==> src/rtl/snake_pkg.sv <==
`default_nettype none

package snake_pkg;

    //////////////////////////////////////////////////////////////////////
    // grid geometry
    //////////////////////////////////////////////////////////////////////

    localparam int COORD_W = 5;  // 32 x 32 grid, wraps for free
    localparam int SCORE_W = 8;  // score counter width, rolls over

    // one grid cell, x in the upper half
    typedef struct packed {
        logic [COORD_W-1:0] x;
        logic [COORD_W-1:0] y;
    } coord_t;

    //////////////////////////////////////////////////////////////////////
    // encodings
    //////////////////////////////////////////////////////////////////////

    // opposite directions differ only in bit 1
    typedef enum logic [1:0] {
        DIR_RIGHT = 2'd0,  // x + 1
        DIR_DOWN  = 2'd1,  // y - 1
        DIR_LEFT  = 2'd2,  // x - 1
        DIR_UP    = 2'd3   // y + 1
    } dir_e;

    // what the body register does on a given cycle
    typedef enum logic [1:0] {
        BODY_HOLD  = 2'd0,
        BODY_MOVE  = 2'd1,  // shift, tail drops off
        BODY_GROW  = 2'd2,  // shift, tail kept
        BODY_CLEAR = 2'd3   // back to a single head cell
    } body_cmd_e;

    typedef enum logic [1:0] {
        GAME_IDLE = 2'd0,
        GAME_RUN  = 2'd1,
        GAME_DEAD = 2'd2
    } game_state_e;

    // start conditions
    localparam coord_t INIT_HEAD = '{x: 5'd24, y: 5'd24};
    localparam dir_e   INIT_DIR  = DIR_RIGHT;

endpackage

`default_nettype wire

==> src/rtl/snake_steer.sv <==
`timescale 1ns/1ps
`default_nettype none

module snake_steer import snake_pkg::*; (
    input  wire logic clk,
    input  wire logic rst,
    input  wire logic dir_strobe,  // new request on dir_req
    input  wire dir_e dir_req,
    input  wire logic advance,     // body moved this cycle
    input  wire logic restart,     // game (re)start
    output dir_e      dir          // pending direction, used by next step
);

    dir_e committed;      // direction of the last real move
    dir_e committed_nxt;  // what committed holds after this edge
    logic reverse;        // request points straight back

    // a request is judged against the direction in force after this edge,
    // so two turns inside one step cannot fold the snake onto itself
    always_comb begin
        committed_nxt = advance ? dir : committed;
        reverse       = (dir_req == dir_e'(committed_nxt ^ 2'b10));
    end

    //////////////////////////////////////////////////////////////////////
    // pending / committed registers
    //////////////////////////////////////////////////////////////////////

    always_ff @(posedge clk) begin
        if (rst || restart) begin
            dir       <= INIT_DIR;
            committed <= INIT_DIR;
        end else begin
            if (advance) begin
                committed <= dir;  // step used the pending value
            end
            if (dir_strobe && !reverse) begin
                dir <= dir_req;    // reversal requests just vanish
            end
        end
    end

endmodule

`default_nettype wire

==> src/rtl/snake_body.sv <==
`timescale 1ns/1ps
`default_nettype none

module snake_body import snake_pkg::*; #(
    parameter int MAX_LEN = 8  // capacity incl. head
) (
    input  wire logic                        clk,
    input  wire logic                        rst,
    input  wire body_cmd_e                   cmd,
    input  wire coord_t                      next_head,
    output coord_t [MAX_LEN-1:0]             segs,    // [0] is the head
    output logic   [$clog2(MAX_LEN+1)-1:0]   length   // active segments
);

    localparam int LEN_W    = $clog2(MAX_LEN + 1);
    localparam int SEG_BITS = MAX_LEN * $bits(coord_t);

    // head at INIT_HEAD, every other slot zero
    localparam logic [SEG_BITS-1:0] SEGS_INIT =
        {{((MAX_LEN - 1) * $bits(coord_t)){1'b0}}, INIT_HEAD};

    coord_t [MAX_LEN-1:0] shifted;  // body pushed one slot toward tail
    logic   [LEN_W-1:0]   len_nxt;  // length after this command
    logic                 full;

    //////////////////////////////////////////////////////////////////////
    // shift and mask
    //////////////////////////////////////////////////////////////////////

    always_comb begin
        full    = (length >= LEN_W'(MAX_LEN));
        len_nxt = length;
        // grow at capacity degrades to a plain move
        if (cmd == BODY_GROW && !full) begin
            len_nxt = length + 1'b1;
        end

        shifted[0] = next_head;  // new head enters at slot 0
        for (int i = 1; i < MAX_LEN; i++) begin
            // slots past the new length are zeroed, so the old tail
            // falls off on a move and survives on a grow
            if (i < len_nxt) begin
                shifted[i] = segs[i-1];
            end else begin
                shifted[i] = '0;
            end
        end
    end

    //////////////////////////////////////////////////////////////////////
    // segment register
    //////////////////////////////////////////////////////////////////////

    always_ff @(posedge clk) begin
        if (rst) begin
            segs   <= SEGS_INIT;
            length <= LEN_W'(1);  // head only
        end else begin
            case (cmd)
                BODY_CLEAR: begin
                    segs   <= SEGS_INIT;
                    length <= LEN_W'(1);
                end
                BODY_MOVE,
                BODY_GROW: begin
                    segs   <= shifted;
                    length <= len_nxt;  // unchanged on move
                end
                default: begin
                    // hold, dead snake stays put
                    segs   <= segs;
                    length <= length;
                end
            endcase
        end
    end

endmodule

`default_nettype wire

==> src/rtl/snake_referee.sv <==
`timescale 1ns/1ps
`default_nettype none

module snake_referee import snake_pkg::*; #(
    parameter int MAX_LEN = 8
) (
    input  wire logic                          clk,
    input  wire logic                          rst,
    input  wire logic                          start,
    input  wire logic                          step,
    input  wire logic                          food_load,
    input  wire coord_t                        food_pos,
    input  wire dir_e                          dir,       // pending direction
    input  wire coord_t [MAX_LEN-1:0]          segs,
    input  wire logic [$clog2(MAX_LEN+1)-1:0]  length,
    output body_cmd_e                          cmd,
    output coord_t                             next_head,
    output logic                               advance,   // body moves this edge
    output logic                               restart,
    output game_state_e                        state,
    output logic [SCORE_W-1:0]                 score,
    output logic                               food_valid,
    output logic                               eaten
);

    localparam int LEN_W = $clog2(MAX_LEN + 1);

    coord_t      food;          // food cell, only meaningful with food_valid
    game_state_e state_nxt;
    logic        run_step;      // step that actually plays
    logic        eat;           // next head lands on the food
    logic        room;          // body can still grow
    logic        tail_vacates;  // old tail cell frees up this step
    logic        hit;           // head runs into the body
    logic        eat_ok;        // food consumed this step

    //////////////////////////////////////////////////////////////////////
    // next head and collision
    //////////////////////////////////////////////////////////////////////

    always_comb begin
        next_head = segs[0];
        case (dir)  // 5-bit arithmetic wraps around the grid
            DIR_RIGHT: next_head.x = segs[0].x + 1'b1;
            DIR_DOWN:  next_head.y = segs[0].y - 1'b1;
            DIR_LEFT:  next_head.x = segs[0].x - 1'b1;
            default:   next_head.y = segs[0].y + 1'b1;  // up
        endcase

        eat          = food_valid && (next_head == food);
        room         = (length < LEN_W'(MAX_LEN));
        tail_vacates = !(eat && room);

        hit = 1'b0;
        for (int i = 0; i < MAX_LEN; i++) begin
            // tail cell is free to enter when it moves away this step
            if (i < length && !(tail_vacates && i == length - 1)) begin
                if (segs[i] == next_head) begin
                    hit = 1'b1;
                end
            end
        end
    end

    //////////////////////////////////////////////////////////////////////
    // body command, strobes to steering
    //////////////////////////////////////////////////////////////////////

    always_comb begin
        run_step  = step && !start && (state == GAME_RUN);
        eat_ok    = run_step && eat && !hit;  // a fatal move eats nothing
        state_nxt = state;
        cmd       = BODY_HOLD;
        if (start) begin
            cmd       = BODY_CLEAR;  // start wins over step
            state_nxt = GAME_RUN;
        end else if (run_step) begin
            if (hit) begin
                state_nxt = GAME_DEAD;  // body frozen from here on
            end else if (eat && room) begin
                cmd = BODY_GROW;
            end else begin
                cmd = BODY_MOVE;        // incl. eating at full length
            end
        end
        advance = (cmd == BODY_MOVE) || (cmd == BODY_GROW);
        restart = start;
    end

    //////////////////////////////////////////////////////////////////////
    // state, score, food
    //////////////////////////////////////////////////////////////////////

    always_ff @(posedge clk) begin
        if (rst) begin
            state      <= GAME_IDLE;
            score      <= '0;
            food_valid <= 1'b0;
            eaten      <= 1'b0;
        end else begin
            state <= state_nxt;
            eaten <= eat_ok;  // one-cycle pulse
            if (start) begin
                score <= '0;
            end else if (eat_ok) begin
                score <= score + 1'b1;
            end
            if (food_load) begin
                food_valid <= 1'b1;  // fresh food beats a same-cycle eat
            end else if (eat_ok) begin
                food_valid <= 1'b0;
            end
        end
    end

    always_ff @(posedge clk) begin
        if (food_load) begin
            food <= food_pos;
        end
    end

endmodule

`default_nettype wire

==> src/rtl/snake_game.sv <==
`timescale 1ns/1ps
`default_nettype none

module snake_game import snake_pkg::*; #(
    parameter int MAX_LEN = 8  // body capacity incl. head
) (
    input  wire logic                        clk,
    input  wire logic                        rst,
    input  wire logic                        start,       // pulse
    input  wire logic                        step,        // pulse, one cell
    input  wire logic                        dir_strobe,  // pulse
    input  wire dir_e                        dir_req,
    input  wire logic                        food_load,   // pulse
    input  wire coord_t                      food_pos,
    output coord_t                           head,
    output coord_t [MAX_LEN-1:0]             segs,
    output logic   [$clog2(MAX_LEN+1)-1:0]   length,
    output logic   [SCORE_W-1:0]             score,
    output game_state_e                      state,
    output logic                             food_valid,
    output logic                             eaten
);

    dir_e      steer_dir;  // pending direction
    logic      advance;
    logic      restart;
    body_cmd_e body_cmd;
    coord_t    next_head;

    assign head = segs[0];

    //////////////////////////////////////////////////////////////////////
    // steering -> referee -> body
    //////////////////////////////////////////////////////////////////////

    snake_steer u_steer (
        .clk        (clk),
        .rst        (rst),
        .dir_strobe (dir_strobe),
        .dir_req    (dir_req),
        .advance    (advance),
        .restart    (restart),
        .dir        (steer_dir)
    );

    snake_referee #(.MAX_LEN(MAX_LEN)) u_referee (
        .clk        (clk),
        .rst        (rst),
        .start      (start),
        .step       (step),
        .food_load  (food_load),
        .food_pos   (food_pos),
        .dir        (steer_dir),
        .segs       (segs),
        .length     (length),
        .cmd        (body_cmd),
        .next_head  (next_head),
        .advance    (advance),
        .restart    (restart),
        .state      (state),
        .score      (score),
        .food_valid (food_valid),
        .eaten      (eaten)
    );

    snake_body #(.MAX_LEN(MAX_LEN)) u_body (
        .clk        (clk),
        .rst        (rst),
        .cmd        (body_cmd),
        .next_head  (next_head),
        .segs       (segs),
        .length     (length)
    );

endmodule

`default_nettype wire

==> config.mk <==
export PLATFORM = sky130hd
export DESIGN_NAME = snake_game
export DESIGN_NICKNAME = d
export VERILOG_FILES = /design/src/rtl/snake_pkg.sv /design/src/rtl/snake_steer.sv /design/src/rtl/snake_body.sv /design/src/rtl/snake_referee.sv /design/src/rtl/snake_game.sv
export SDC_FILE = /design/constraint.sdc
export NUM_CORES = 1
export LEC_CHECK = 0
export ABC_AREA = 1
export BUFFER_PORTS_ARGS = -buffer_cell sky130_fd_sc_hd__buf_2
export CORE_ASPECT_RATIO = 1.1
export CORE_MARGIN = 4
export CORE_UTILIZATION = 35
export CTS_CLUSTER_DIAMETER = 30
export DETAILED_ROUTE_END_ITERATION = 10
export GPL_ROUTABILITY_DRIVEN = 1
export GPL_TIMING_DRIVEN = 0
export PLACE_DENSITY = 0.55
export SYNTH_ARGS = -nofsm -noshare
export SYNTH_HDL_FRONTEND = slang
export SYNTH_HIERARCHICAL = 1
export SYNTH_SLANG_ARGS = --single-unit
==> constraint.sdc <==
create_clock -name clk -period 4.2 [get_ports clk]
set_input_delay 1.05 -clock clk [delete_from_list [all_inputs] [get_ports clk]]
set_output_delay 1.05 -clock clk [all_outputs]
set_load 0.02 [all_outputs]
### Yosys cells after proc, flatten, opt, wreduce, memory -nomap -nowiden

Cells that the tools add are included.
W data, S select, Z words.

| word-level totals | value |
|---|---|
| logic and storage cells | 162 |
| output and inout bits | 106 |
| bits in registers | 110 |

| cells by class | value |
|---|---|
| mux-type cells | 38 |
| equality and inequality tests | 23 |
| bitwise logic cells | 1 |
| order comparisons | 17 |
| add/sub/neg operators | 7 |
| reductions and logical operators | 50 |

Operators by type and width:

| cell | count |
|---|---|
| $pmux W80 S2 | 1 |
| $eq A3 B32 Y1 const A | 4 |
| $eq A10 B10 Y1 | 9 |
| $mux W10 | 7 |
| $eq A2 B32 Y1 const A | 2 |
| $eq A1 B32 Y1 const A | 1 |
| $logic_not A32 Y1 | 1 |
| $lt A3 B4 Y1 const A | 8 |
| $logic_and A1 B1 Y1 | 24 |
| $mux W1 | 21 |
| $pmux W5 S2 | 2 |
| $lt A2 B4 Y1 const A | 4 |
| $logic_not A1 Y1 | 13 |
| $lt A1 B4 Y1 const A | 3 |
| $add A5 B1 Y5 const B | 2 |
| $mux W2 | 5 |
| $sub A5 B1 Y5 const B | 2 |
| $add A8 B1 Y8 const B | 1 |
| $pmux W4 S2 | 1 |
| $reduce_bool A2 Y1 | 4 |
| $eq A2 B1 Y1 const B | 3 |
| $eq A2 B2 Y1 const B | 3 |
| $reduce_or A2 Y1 | 3 |
| $sub A4 B1 Y5 const B | 1 |
| other kinds (9) | 11 |

### Depth between registers and ports, before layout

Gate-level depths: netlist (run 1).

| logic depth | value |
|---|---|
| word-level depth | 35 |
| gate-level depth with buffers | 35 |

### By module

The synthesis (run 1) kept the hierarchy.

By module, submodules not included:

| module | seq. area each (um^2) | area each (um^2) | cells an instance | instances |
|---|---|---|---|---|
| snake_body | 1681.6 | 3587.2 | 492 | 1 |
| snake_referee | 540.5 | 2894.0 | 460 | 1 |
| snake_steer | 80.1 | 254.0 | 45 | 1 |
| snake_game | 0.0 | 75.1 | 10 | 1 |

### Worst setup path before layout (run 1)

Ideal clock, no wire load.

| timing path | value |
|---|---|
| kind | reg-to-reg |
| from | register u_steer.dir[1] |
| to | register u_body/segs[12] (netlist name) |
| arrival | 3.679 ns |
| cell stages (with the launch flop) | 32 |
| required time | 4.068 ns |
| setup time | 0.132 ns |
| period minus slack after synthesis | 3.811 ns |
| path slack | 0.389 ns |
| path through | dfxtp_1 > inv_2 > nor2_2 > fa_1 > nand2_1 > nand2_4 > nand2_1 > nand2_1 > nor2_1 > nand3_1 > nor2_2 > inv_1 > nor2_1 > nand3_1 > nor2_1 > nand4_1 > nand3_1 > nand2_1 > nand2_1 > nand2_2 > buf_6 > nand4_1 > nand2_1 > inv_1 > ha_1 > nand3_2 > nand2_2 > nand2_4 > nor2_4 > nand2_4 > nand2_1 > a21oi_1 |

RTL lines:

| item | RTL line | text |
|---|---|---|
| from (decl) | snake_steer.sv:11 | `output dir_e dir` |
| from (signal assigned) | snake_steer.sv:38 | `dir <= dir_req;` |

==> flow_summary.toml, run 1 <==
[run_status]
outcome = "finished clean"

[timing]
fin_setup_tns_ns = 0
grt_setup_unrepaired = "true"
finalHoldViolCount = 0
max_freq_ghz = 0.2389
slew_viol_final = 0
timing_worst_slew_pin_value_ns = 0.6491
final_critical_path_setup_slack_ns = 0.01499
setup_viol_count_final = 0
max-slew-margin-rel_pct = 56.72
post-route-min-period_ns = 4.185
fin_skew_ns = 0.009012
post-route-period-util_pct = 99.64

[cts]
worstSkewPairLatency_ns = 0.36
cts.root.buffer_cell = "sky130_fd_sc_hd__clkbuf_16"
worst_setup_hold_path_clk_slew_ns = 0.08
clock_tree.htree_level_count = 3
ctsHoldBuffers = 0
clock_sink_count = 110
numCtsBuffers = 9
maximum_number_of_buffers_from_clock_root_to_sink = 2
tritoncts = "built"

[finish]
drive_gt1_share_pct = 29.22
post-route-cell-area_mm2 = 0.008965
antennaDiodeCount = 0
area.sequential_mm2 = 0.002312
layout-area-overhead-vs-synth_pct = 31.64
multiInputGateArea_mm2 = 0.004185
filler_cell_count = 1970
final_net_count = 1214

[synthesis]
yosys-mux-area-fraction_pct = 0
synth-main-ff-cell = "sky130_fd_sc_hd__dfxtp_1"
synth-compound-area-share_pct = 8.396
postSynth.asyncResetShare_pct = 0
synthesis.area_mm2 = 0.006810
syn-instance-count = 1007
synthMostInstantiatedCell = "sky130_fd_sc_hd__nand2_1"
yosys_register_bits = 110
combinational_family_with_the_most_area_after_synthesis = "simple AND/OR/NAND/NOR gates"
post_synth_cell_types = 38
synth_top_cell_area_share_pct = 29.40
synth_edf_count = 10
yosys-top-cells-count = "286 x sky130_fd_sc_hd__nand2_1, 106 x sky130_fd_sc_hd__inv_1, 100 x sky130_fd_sc_hd__dfxtp_1, 96 x sky130_fd_sc_hd__a21oi_1, 86 x sky130_fd_sc_hd__nor2_1"
synth.yosys.seq_area_share_pct = 33.80
biggest_area_contributors_in_the_synthesized_netlist = "sky130_fd_sc_hd__dfxtp_1 29%, sky130_fd_sc_hd__nand2_1 16%, sky130_fd_sc_hd__a21oi_1 7.1%"
synthXorXnorAreaFrac_pct = 6.687
synthSimpleGateAreaFrac_pct = 37.92
mapped_nets = 1035
yosysTopAreaCell = "sky130_fd_sc_hd__dfxtp_1"
post_synth_fa_ha_maj_area_fraction_pct = 1.947
avgSynthCellArea_um2 = 6.763
synth_warnings = 6

[routing]
detail_route.vias_per_cell = 4.956
drc_viols = 0
route.vias.total = 7127
detail_route.first_pass.iterations = 5
antenna_violating_nets_post_route = 0
detailed_route_iter0_violations = 487
overall_routed_net_length_mm = 23.65
detail_route.wl_per_cell_um = 16.45

[setup_path]
cp-start-kind = "flop"
cp.required_ns = 4.43
timing.reg2reg.worst_path_depth = 26
worstSetupEndpointType = "flop"
worst-endpoint-arrival_ns = 4.41
timing.setup.critical_path_class = "flop to flop"
worstPathMaxFanout = 7

[power_and_ir_drop]
vdd_drop_max_uv = 198.8
power_leakage_nw = 3.867
p_per_area_mw_per_mm2 = 272.1

[hold_path]
depth_of_the_worst_hold_timing_path = 2
min_path_type = "flop to flop"

[flow_run]
max_cap_violations = 0

[floorplanning]
placementRows = 53
total_die_area_mm2 = 0.02176
chip_width_um = 141
core_area_mm2 = 0.01910
die_y_um = 154.3
io_pins = 124
floorplan.initialDensity_pct = 35.66

[global_route]
grt_pass1_vias = 6349
grt.total_usage_pct = 20.23
global_route_wire_length_before_repair_mm = 34.90
overflow = 0
grt_max_degree = 20
antenna_found_initial = 0

[placement]
io_buffers = 123
gp_congestion = 0.8376
pre_cts_slack_ns = -0.6334
hpwl_mm = 16.30
placed_area_mm2 = 0.007735
-- final timing paths --
path                 startpoint                  to  slack [ns]
min          u_referee/state[1]  u_referee/state[1]        0.48
max reg2reg      u_steer/dir[1]     u_body/segs[68]        0.01
max              u_steer/dir[1]     u_body/segs[68]        0.01
min reg2reg  u_referee/state[1]  u_referee/state[1]        0.48
-- logic make-up after synthesis --
group | after synthesis
XOR/XNOR | 52
flip-flops | 110
adder cells (fa/ha/maj) | 10
buffers and inverters | 164
AO/OA/AOI/OAI | 112
AND/OR/NAND/NOR | 559
-- stage by stage --
step	hold WS (ns)	utilization, %	std cells	power (mW)
4_1_cts	0.4810	43.76	1409	2.394
2_1_floorplan	0.4541	-	1007	1.361
6_report	0.4807	46.94	1438	2.439
5_1_grt	0.5025	46.94	1438	2.539
3_5_place_dp	0.4698	40.50	1377	1.475
3_3_place_gp	0.4652	40.50	1377	1.474
-- placed cells by master, fill, tap and decap left out, drive strengths merged --
cell type	instances
clkinv	3
or2	11
nand3	93
o22ai	6
nor3	9
nand4	22
clkbuf	29
inv	118
nor3b	3
nand2	311
dfxtp	100
buf	192
xnor2	16
nand3b	18
nor2	96
fa	1
a21oi	96
ha	9
nor4	2
o21ai	10
edfxtp	10
xor2	36
-- flip-flops by register name (all words and copies together) (netlist names) --
signal                cells
u_body/length             4
u_steer/committed         2
u_referee/eaten           1
u_referee/food           10
u_referee/score           8
u_body/segs              80
u_steer/dir               2
u_referee/state           2
u_referee/food_valid      1
-- per-layer routing --
| metal | wire, um | part of all wire (%) | GRT usage, % |
|---|---|---|---|
| met1 | 10640 | 45 | 27.31 |
| met2 | 11410 | 48 | 33.35 |
| met5 | 0 | 0 | 0 |
| met4 | 442 | 1.9 | 5.907 |
| met3 | 1156 | 4.9 | 3.278 |
-- repair_timing --
action                                  in CTS  in global routing
pin swaps                                   12                 35
endpoints found under the setup margin      86                 86
gates resized for setup                     45                 95
buffers inserted                            15                 21
cloned                                       1                  9
-- cell type report --
cell class / count / area share (%)
Inverter: 115 / 4.983
Timing Repair Buffer: 163 / 11.39
Sequential cell: 110 / 25.79
Multi-Input combinational cell: 739 / 46.69
Buffer: 48 / 4.466
Clock inverter: 6 / 0.5722
Tap cell: 247 / 3.447
Clock buffer: 10 / 2.666
-- worst max-delay path, stage by stage, from the launching register on --
cell                        delay, ns
sky130_fd_sc_hd__dfxtp_4         0.39
sky130_fd_sc_hd__inv_8           0.05
sky130_fd_sc_hd__nor2_4          0.13
sky130_fd_sc_hd__fa_2            0.48
sky130_fd_sc_hd__nand2_4         0.13
sky130_fd_sc_hd__nand2_8         0.10
sky130_fd_sc_hd__xor2_1          0.18
sky130_fd_sc_hd__nor3_1          0.14
sky130_fd_sc_hd__nand4_1         0.11
sky130_fd_sc_hd__nor2_1          0.13
sky130_fd_sc_hd__nand3_1         0.09
sky130_fd_sc_hd__nor3_1          0.36
sky130_fd_sc_hd__nand2_1         0.10
sky130_fd_sc_hd__nand2_1         0.09
sky130_fd_sc_hd__nand2_2         0.07
sky130_fd_sc_hd__buf_6           0.13
sky130_fd_sc_hd__nand3_4         0.07
sky130_fd_sc_hd__o21ai_4         0.08
sky130_fd_sc_hd__buf_6           0.14
sky130_fd_sc_hd__ha_4            0.18
sky130_fd_sc_hd__inv_4           0.07
sky130_fd_sc_hd__nor2_2          0.05
sky130_fd_sc_hd__nor2_4          0.18
sky130_fd_sc_hd__nand3_4         0.21
sky130_fd_sc_hd__clkbuf_16       0.22
sky130_fd_sc_hd__nand3_1         0.08
sky130_fd_sc_hd__a21oi_1         0.06
-- power by group --
group,total (mW),switching (mW),leakage [nW],internal (mW)
Clock,0.870,0.439,0.146,0.431
Sequential,1.10,0.0236,0.907,1.07
Combinational,0.472,0.293,2.81,0.178
Total,2.44,0.756,3.87,1.68
No activity file was read; power rests on OpenSTA's default activity.
==> inputs of run 2 (changes only) <==
--- a/config.mk
+++ b/config.mk
@@ -7,7 +7,7 @@
 export LEC_CHECK = 0
 export ABC_AREA = 1
 export BUFFER_PORTS_ARGS = -buffer_cell sky130_fd_sc_hd__buf_2
-export CORE_ASPECT_RATIO = 1.1
+export CORE_ASPECT_RATIO = 0.7
 export CORE_MARGIN = 4
 export CORE_UTILIZATION = 35
 export CTS_CLUSTER_DIAMETER = 30
==> constraint.sdc (replaced) <==
create_clock -name clk -period 4.35 [get_ports clk]
set_input_delay 1.0875 -clock clk [delete_from_list [all_inputs] [get_ports clk]]
set_output_delay 1.0875 -clock clk [all_outputs]
set_load 0.02 [all_outputs]
==> run 2 against run 1 <==
  * Flip-flop and latch count stayed put
  * Fmax is 2.3% lower
  * Worst setup slack better by 0.052 ns
  * Utilization is 0.52 points higher
  * Critical endpoint is now u_body/segs[20]
==> flow_summary.toml, run 2 (same netlist as run 1, synthesis figures left out) <==
[flow_run]
max_cap_violations = 0

[routing]
wl_met2_mm = 9.860
detail_route.wl_per_cell_um = 16.37
detailed_route_iter0_violations = 516
antenna_violating_nets_post_route = 0
overall_routed_net_length_mm = 23.89
route.vias.total = 7279
top_routing_layer_in_use = "met4"
drc_viols = 0
detail_route.first_pass.iterations = 5
drt-met1-wl_mm = 12.07
met3_length_mm = 1.804
detail_route.vias_per_cell = 4.989

[cts]
ctsHoldBuffers = 0
worst_setup_hold_path_clk_slew_ns = 0.07
maximum_number_of_buffers_from_clock_root_to_sink = 2
numCtsBuffers = 9
worstSkewPairLatency_ns = 0.35
cts.root.buffer_cell = "sky130_fd_sc_hd__clkbuf_16"
clock_sink_count = 110
clock_tree.htree_level_count = 3
tritoncts = "built"

[global_route]
overflow = 0
antenna_found_initial = 0
global_route_wire_length_before_repair_mm = 35.07
grt_max_degree = 20
grt_pass1_vias = 6207
grt.total_usage_pct = 19.99

[timing]
setup_viol_count_final = 0
fin_skew_ns = 0.003786
slew_viol_final = 0
post-route-min-period_ns = 4.283
grt_setup_unrepaired = "true"
fin_hold_ws_ns = 0.4961
finalHoldViolCount = 0
post-route-period-util_pct = 98.47
max-slew-margin-rel_pct = 57.63
timing_worst_slew_pin_value_ns = 0.6356
max_freq_ghz = 0.2335

[finish]
antennaDiodeCount = 0
layout-area-overhead-vs-synth_pct = 32.57
mostFrequentLayoutCell = "sky130_fd_sc_hd__nand2_1"
reg.largest.list = "u_body/segs (80), u_referee/food (10), u_referee/score (8)"
final_cell_mix = "264 x sky130_fd_sc_hd__nand2_1, 125 x sky130_fd_sc_hd__buf_2, 104 x sky130_fd_sc_hd__inv_1"
filler_cell_count = 1984
layoutNonFillerInstCount = 1459
number_of_flip_flops_under_the_largest_register_name = 80
largest-register = "u_body/segs"
final_net_count = 1219
drive_gt1_share_pct = 28.87

[power_and_ir_drop]
power_leakage_nw = 3.909
seq_power_share_pct = 45.5
sw_frac_of_total_pct = 29.74
vdd_drop_max_uv = 180.1
p_int_mw = 1.639
p_per_area_mw_per_mm2 = 258.3
clock_power_share_pct = 34.3
comb_power_share_pct = 20.3
post-layout-total-power_mw = 2.332
switchingPower_mw = 0.6935

[setup_path]
ff2ff_setup_slack_ns = 0.07
critical-path-top-delay-family = "simple AND/OR/NAND/NOR gates"
crit_path_frequent_cell = "sky130_fd_sc_hd__nand2_1"
crit-reg2reg-capture = "u_body/segs[20]"
cpMaxStageDelayCell = "sky130_fd_sc_hd__fa_2"
cp.required_ns = 4.57
cp-start-kind = "flop"
timing.reg2reg.worst_path_depth = 29
worstPathMaxFanout = 10
timing.setup.critical_path_class = "flop to flop"
crit-reg2reg-launch = "u_steer/dir[1]"
crit_buf_inv = 5
worst-endpoint-arrival_ns = 4.50
critical-path-max-stage-delay_ns = 0.47
worstSetupEndpointType = "flop"

[hold_path]
depth_of_the_worst_hold_timing_path = 2
hold_path_end = "u_body/segs[71]"
min_path_type = "flop to flop"
hold_path_startpoint = "u_body/segs[71]"

[placement]
io_buffers = 123
dp.cells = 1394
gp_congestion = 0.8601
hpwl_mm = 16.96

[floorplanning]
die_y_um = 124.7
total_die_area_mm2 = 0.02179
core_area_mm2 = 0.01902
floorplan.initialDensity_pct = 35.80
placementRows = 42
io_pins = 124
chip_width_um = 174.7

[run_status]
outcome = "finished clean"
-- run 2: repair_timing --
| action | 4_1_cts | 5_1_grt |
|---|---|---|
| pin swaps | 2 | 23 |
| resized for setup | 22 | 121 |
| buffers inserted | 9 | 36 |
| endpoints found under the hold margin | 0 | 0 |
| endpoints found under the setup margin | 86 | 84 |
| cloned | 0 | 6 |
-- run 2: stage by stage --
step / area [um2] / setup WS, ns / util [%] / setup TNS [ns]
3_3_place_gp: 7756 / -0.6379 / 40.77 / -46.94
6_report: 9029 / 0.06676 / 47.46 / 0
5_1_grt: 9029 / -0.1544 / 47.46 / -6.369
2_1_floorplan: 6810 / 0.5388 / - / 0
3_5_place_dp: 7756 / -0.6348 / 40.77 / -46.68
4_1_cts: 8175 / 0.004369 / 42.98 / 0
-- run 2: metal layers --
metal | GRT usage (%) | vias to the layer above
met5 | 0 | -
met4 | 2.724 | 0
met3 | 4.278 | 12
met2 | 27.74 | 240
met1 | 31.91 | 3455
li1 | - | 3572
-- run 2: power groups by stage --
stage | clock network (mW) | logic (mW) | registers [mW]
after floorplan | 0 | 0.231 | 1.08
final | 0.800 | 0.472 | 1.06
after CTS | 0.820 | 0.368 | 1.06
after detailed placement | 0 | 0.343 | 1.08
after global placement | 0 | 0.343 | 1.08
after global routing | 0.861 | 0.509 | 1.06
-- run 2: cell type report --
| type | instances | area (um2) | share of cell area [%] |
|---|---|---|---|
| buffer | 48 | 419.2 | 4.642 |
| clock buffer | 12 | 256.5 | 2.841 |
| clock inverter | 3 | 18.77 | 0.2079 |
| inverter | 115 | 446.7 | 4.947 |
| multi-input combinational | 737 | 4183 | 46.33 |
| sequential | 110 | 2313 | 25.62 |
| tap | 264 | 330.3 | 3.659 |
| timing repair buffer | 170 | 1061 | 11.75 |
-- run 2: tightest hold or removal path, cell delays in order, from the launching register on --
cell	delay, ns
sky130_fd_sc_hd__dfxtp_1	0.33
sky130_fd_sc_hd__nand2_1	0.07
sky130_fd_sc_hd__a21oi_1	0.06
-- run 2: worst max-delay path by stage --
stage | from | to | slack, ns | cells past startpoint
2_1_floorplan | u_steer/dir[1] | u_body/segs[12] | 0.54 | 31
3_3_place_gp | u_steer/dir[1] | u_body/segs[20] | -0.64 | 28
3_5_place_dp | u_steer/dir[1] | u_body/segs[61] | -0.63 | 28
4_1_cts | u_steer/dir[0] | u_body/segs[43] | 0.004 | 32
5_1_grt | u_steer/dir[1] | u_body/segs[20] | -0.15 | 29
6_report | u_steer/dir[1] | u_body/segs[20] | 0.07 | 29
==> inputs of run 3 (changes only) <==
--- a/config.mk
+++ b/config.mk
@@ -6,15 +6,14 @@
 export NUM_CORES = 1
 export LEC_CHECK = 0
 export ABC_AREA = 1
-export BUFFER_PORTS_ARGS = -buffer_cell sky130_fd_sc_hd__buf_2
-export CORE_ASPECT_RATIO = 0.7
 export CORE_MARGIN = 4
 export CORE_UTILIZATION = 35
 export CTS_CLUSTER_DIAMETER = 30
 export DETAILED_ROUTE_END_ITERATION = 10
+export DONT_BUFFER_PORTS = 1
 export GPL_ROUTABILITY_DRIVEN = 1
 export GPL_TIMING_DRIVEN = 0
-export PLACE_DENSITY = 0.55
+export PLACE_DENSITY = 0.5
 export SYNTH_ARGS = -nofsm -noshare
 export SYNTH_HDL_FRONTEND = slang
 export SYNTH_HIERARCHICAL = 1
==> run 3 against run 2 <==
  * Die area fell by 0.16%
  * Critical path depth fell by 2
  * Register-to-register slack improved by 0.05 ns
  * Count of clock-buffer cells in the layout fell by 3
  * Worst hold slack got worse by 0.012 ns
  * Clock power rose by 8.9%
  * Via count fell by 11%
  * Flip-flop and latch count did not move
  * Cell count fell by 9.7%
  * Critical path type unchanged
  * Highest routed layer unchanged
==> flow_summary.toml, run 3 (same netlist as run 1, synthesis figures left out) <==
[cts]
tritoncts = "built"
ctsHoldBuffers = 0
clock_tree.htree_level_count = 3
clock_sink_count = 110
cts.root.buffer_cell = "sky130_fd_sc_hd__clkbuf_16"
numCtsBuffers = 9
worst_setup_hold_path_clk_slew_ns = 0.08
maximum_number_of_buffers_from_clock_root_to_sink = 2
worstSkewPairLatency_ns = 0.37

[placement]
pre_cts_slack_ns = -0.6144
dp.cells = 1267
hpwl_mm = 16.31
io_buffers = 0
gp_congestion = 0.8499

[timing]
fin_hold_ws_ns = 0.4841
post-route-min-period_ns = 4.235
setup_viol_count_final = 0
post-route-period-util_pct = 97.36
timing_worst_slew_pin_value_ns = 0.6942
max-slew-margin-rel_pct = 53.66
fin_setup_tns_ns = 0
fin_skew_ns = 0.01411
slew_viol_final = 0
finalHoldViolCount = 0
grt_setup_unrepaired = "true"
final_critical_path_setup_slack_ns = 0.1146
max_freq_ghz = 0.2361

[finish]
drive_gt1_share_pct = 19.09
layout-area-overhead-vs-synth_pct = 20.21
multiInputGateArea_mm2 = 0.004094
number_of_flip_flops_under_the_largest_register_name = 80
filler_cell_count = 2046
antennaDiodeCount = 0
reg.largest.list = "u_body/segs (80), u_referee/food (10), u_referee/score (8)"
layoutNonFillerInstCount = 1318
final_cell_mix = "267 x sky130_fd_sc_hd__nand2_1, 103 x sky130_fd_sc_hd__inv_1, 95 x sky130_fd_sc_hd__dfxtp_1"
largest-register = "u_body/segs"
final_net_count = 1081
mostFrequentLayoutCell = "sky130_fd_sc_hd__nand2_1"
area.sequential_mm2 = 0.002316

[power_and_ir_drop]
vdd_drop_max_uv = 178.4
p_per_area_mw_per_mm2 = 286.7
post-layout-total-power_mw = 2.347
power_leakage_nw = 3.186

[setup_path]
timing.setup.critical_path_class = "flop to flop"
cp.required_ns = 4.59
critical-path-max-stage-delay_ns = 0.47
worstSetupEndpointType = "flop"
cp-start-kind = "flop"
crit_path_frequent_cell = "sky130_fd_sc_hd__nor2_4"
worstPathMaxFanout = 10
cpMaxStageDelayCell = "sky130_fd_sc_hd__fa_2"
timing.reg2reg.worst_path_depth = 27
critical-path-top-delay-family = "simple AND/OR/NAND/NOR gates"
worst-endpoint-arrival_ns = 4.47
crit_buf_inv = 5
cp_num_cells = 27

[global_route]
global_route_wire_length_before_repair_mm = 34.14
overflow = 0
antenna_found_initial = 0
grt.total_usage_pct = 20.03
grt_max_degree = 20
grt_pass1_vias = 5889

[routing]
drc_viols = 0
route.vias.total = 6500
detail_route.vias_per_cell = 4.932
antenna_violating_nets_post_route = 0
overall_routed_net_length_mm = 22.74
detail_route.first_pass.iterations = 5
detailed_route_iter0_violations = 372
detail_route.wl_per_cell_um = 17.25

[hold_path]
depth_of_the_worst_hold_timing_path = 2
min_path_type = "flop to flop"

[floorplanning]
total_die_area_mm2 = 0.02175
floorplan.initialDensity_pct = 36.05
placementRows = 50
io_pins = 124
core_area_mm2 = 0.01889
chip_width_um = 147.5
die_y_um = 147.5

[flow_run]
max_cap_violations = 0

[run_status]
outcome = "finished clean"
-- run 3: changes by cell type in the layout (fill, tap and decap cells not counted), sizes merged --
cell / change
nand3: -1
clkbuf: -5
buf: -135
inv: +1
bufinv: +1
clkinv: +2
-- run 3: report_power, final --
group | switching [mW] | internal (mW) | total [mW] | leakage (nW)
clock | 0.416 | 0.454 | 0.871 | 0.149
sequential | 0.0331 | 1.04 | 1.07 | 0.908
combinational | 0.253 | 0.154 | 0.407 | 2.13
total | 0.702 | 1.65 | 2.35 | 3.19
-- run 3: through the flow --
stage	util (%)	cell area, um2
6_report	43.33	8187
5_1_grt	43.33	8187
4_1_cts	40.19	7594
3_5_place_dp	37.77	7136
3_3_place_gp	37.77	7136
2_1_floorplan	-	6810
-- run 3: tightest hold or removal path: cells and delay by family (launching register included) --
kind            cells  cell delay, ns
compound gates      1            0.06
flops               1            0.32
simple gates        1            0.07
-- run 3: metal layers --
| layer | share of wire (%) | track usage (%) |
|---|---|---|
| met5 | 0 | 0 |
| met4 | 1.8 | 4.939 |
| met3 | 7.3 | 7.020 |
| met2 | 46 | 32.17 |
| met1 | 45 | 25.91 |
-- run 3: area by class of cell --
class                           instances  area share, %
Sequential cell                       110          28.29
Clock buffer                            9          2.751
Tap cell                              260          3.974
Clock inverter                          7         0.9934
Timing Repair Buffer                   33          3.530
Inverter                              115          5.487
Buffer                                 48          4.967
Multi-Input combinational cell        736          50.01
-- run 3: worst paths after layout --
kind	from	end	slack, ns
worst max-delay path	u_steer/dir[0]	u_body/segs[31]	0.11
worst min-delay path	u_steer/committed[1]	u_steer/committed[1]	0.48
worst max register to register	u_steer/dir[0]	u_body/segs[31]	0.11
worst min register to register	u_steer/committed[1]	u_steer/committed[1]	0.48
-- run 3: repair_timing --
| item | 4_1_cts | 5_1_grt |
|---|---|---|
| buffers inserted | 8 | 25 |
| gates cloned | 0 | 3 |
| pin swaps | 3 | 23 |
| endpoints found under the setup margin | 86 | 86 |
| gates resized for setup | 24 | 99 |
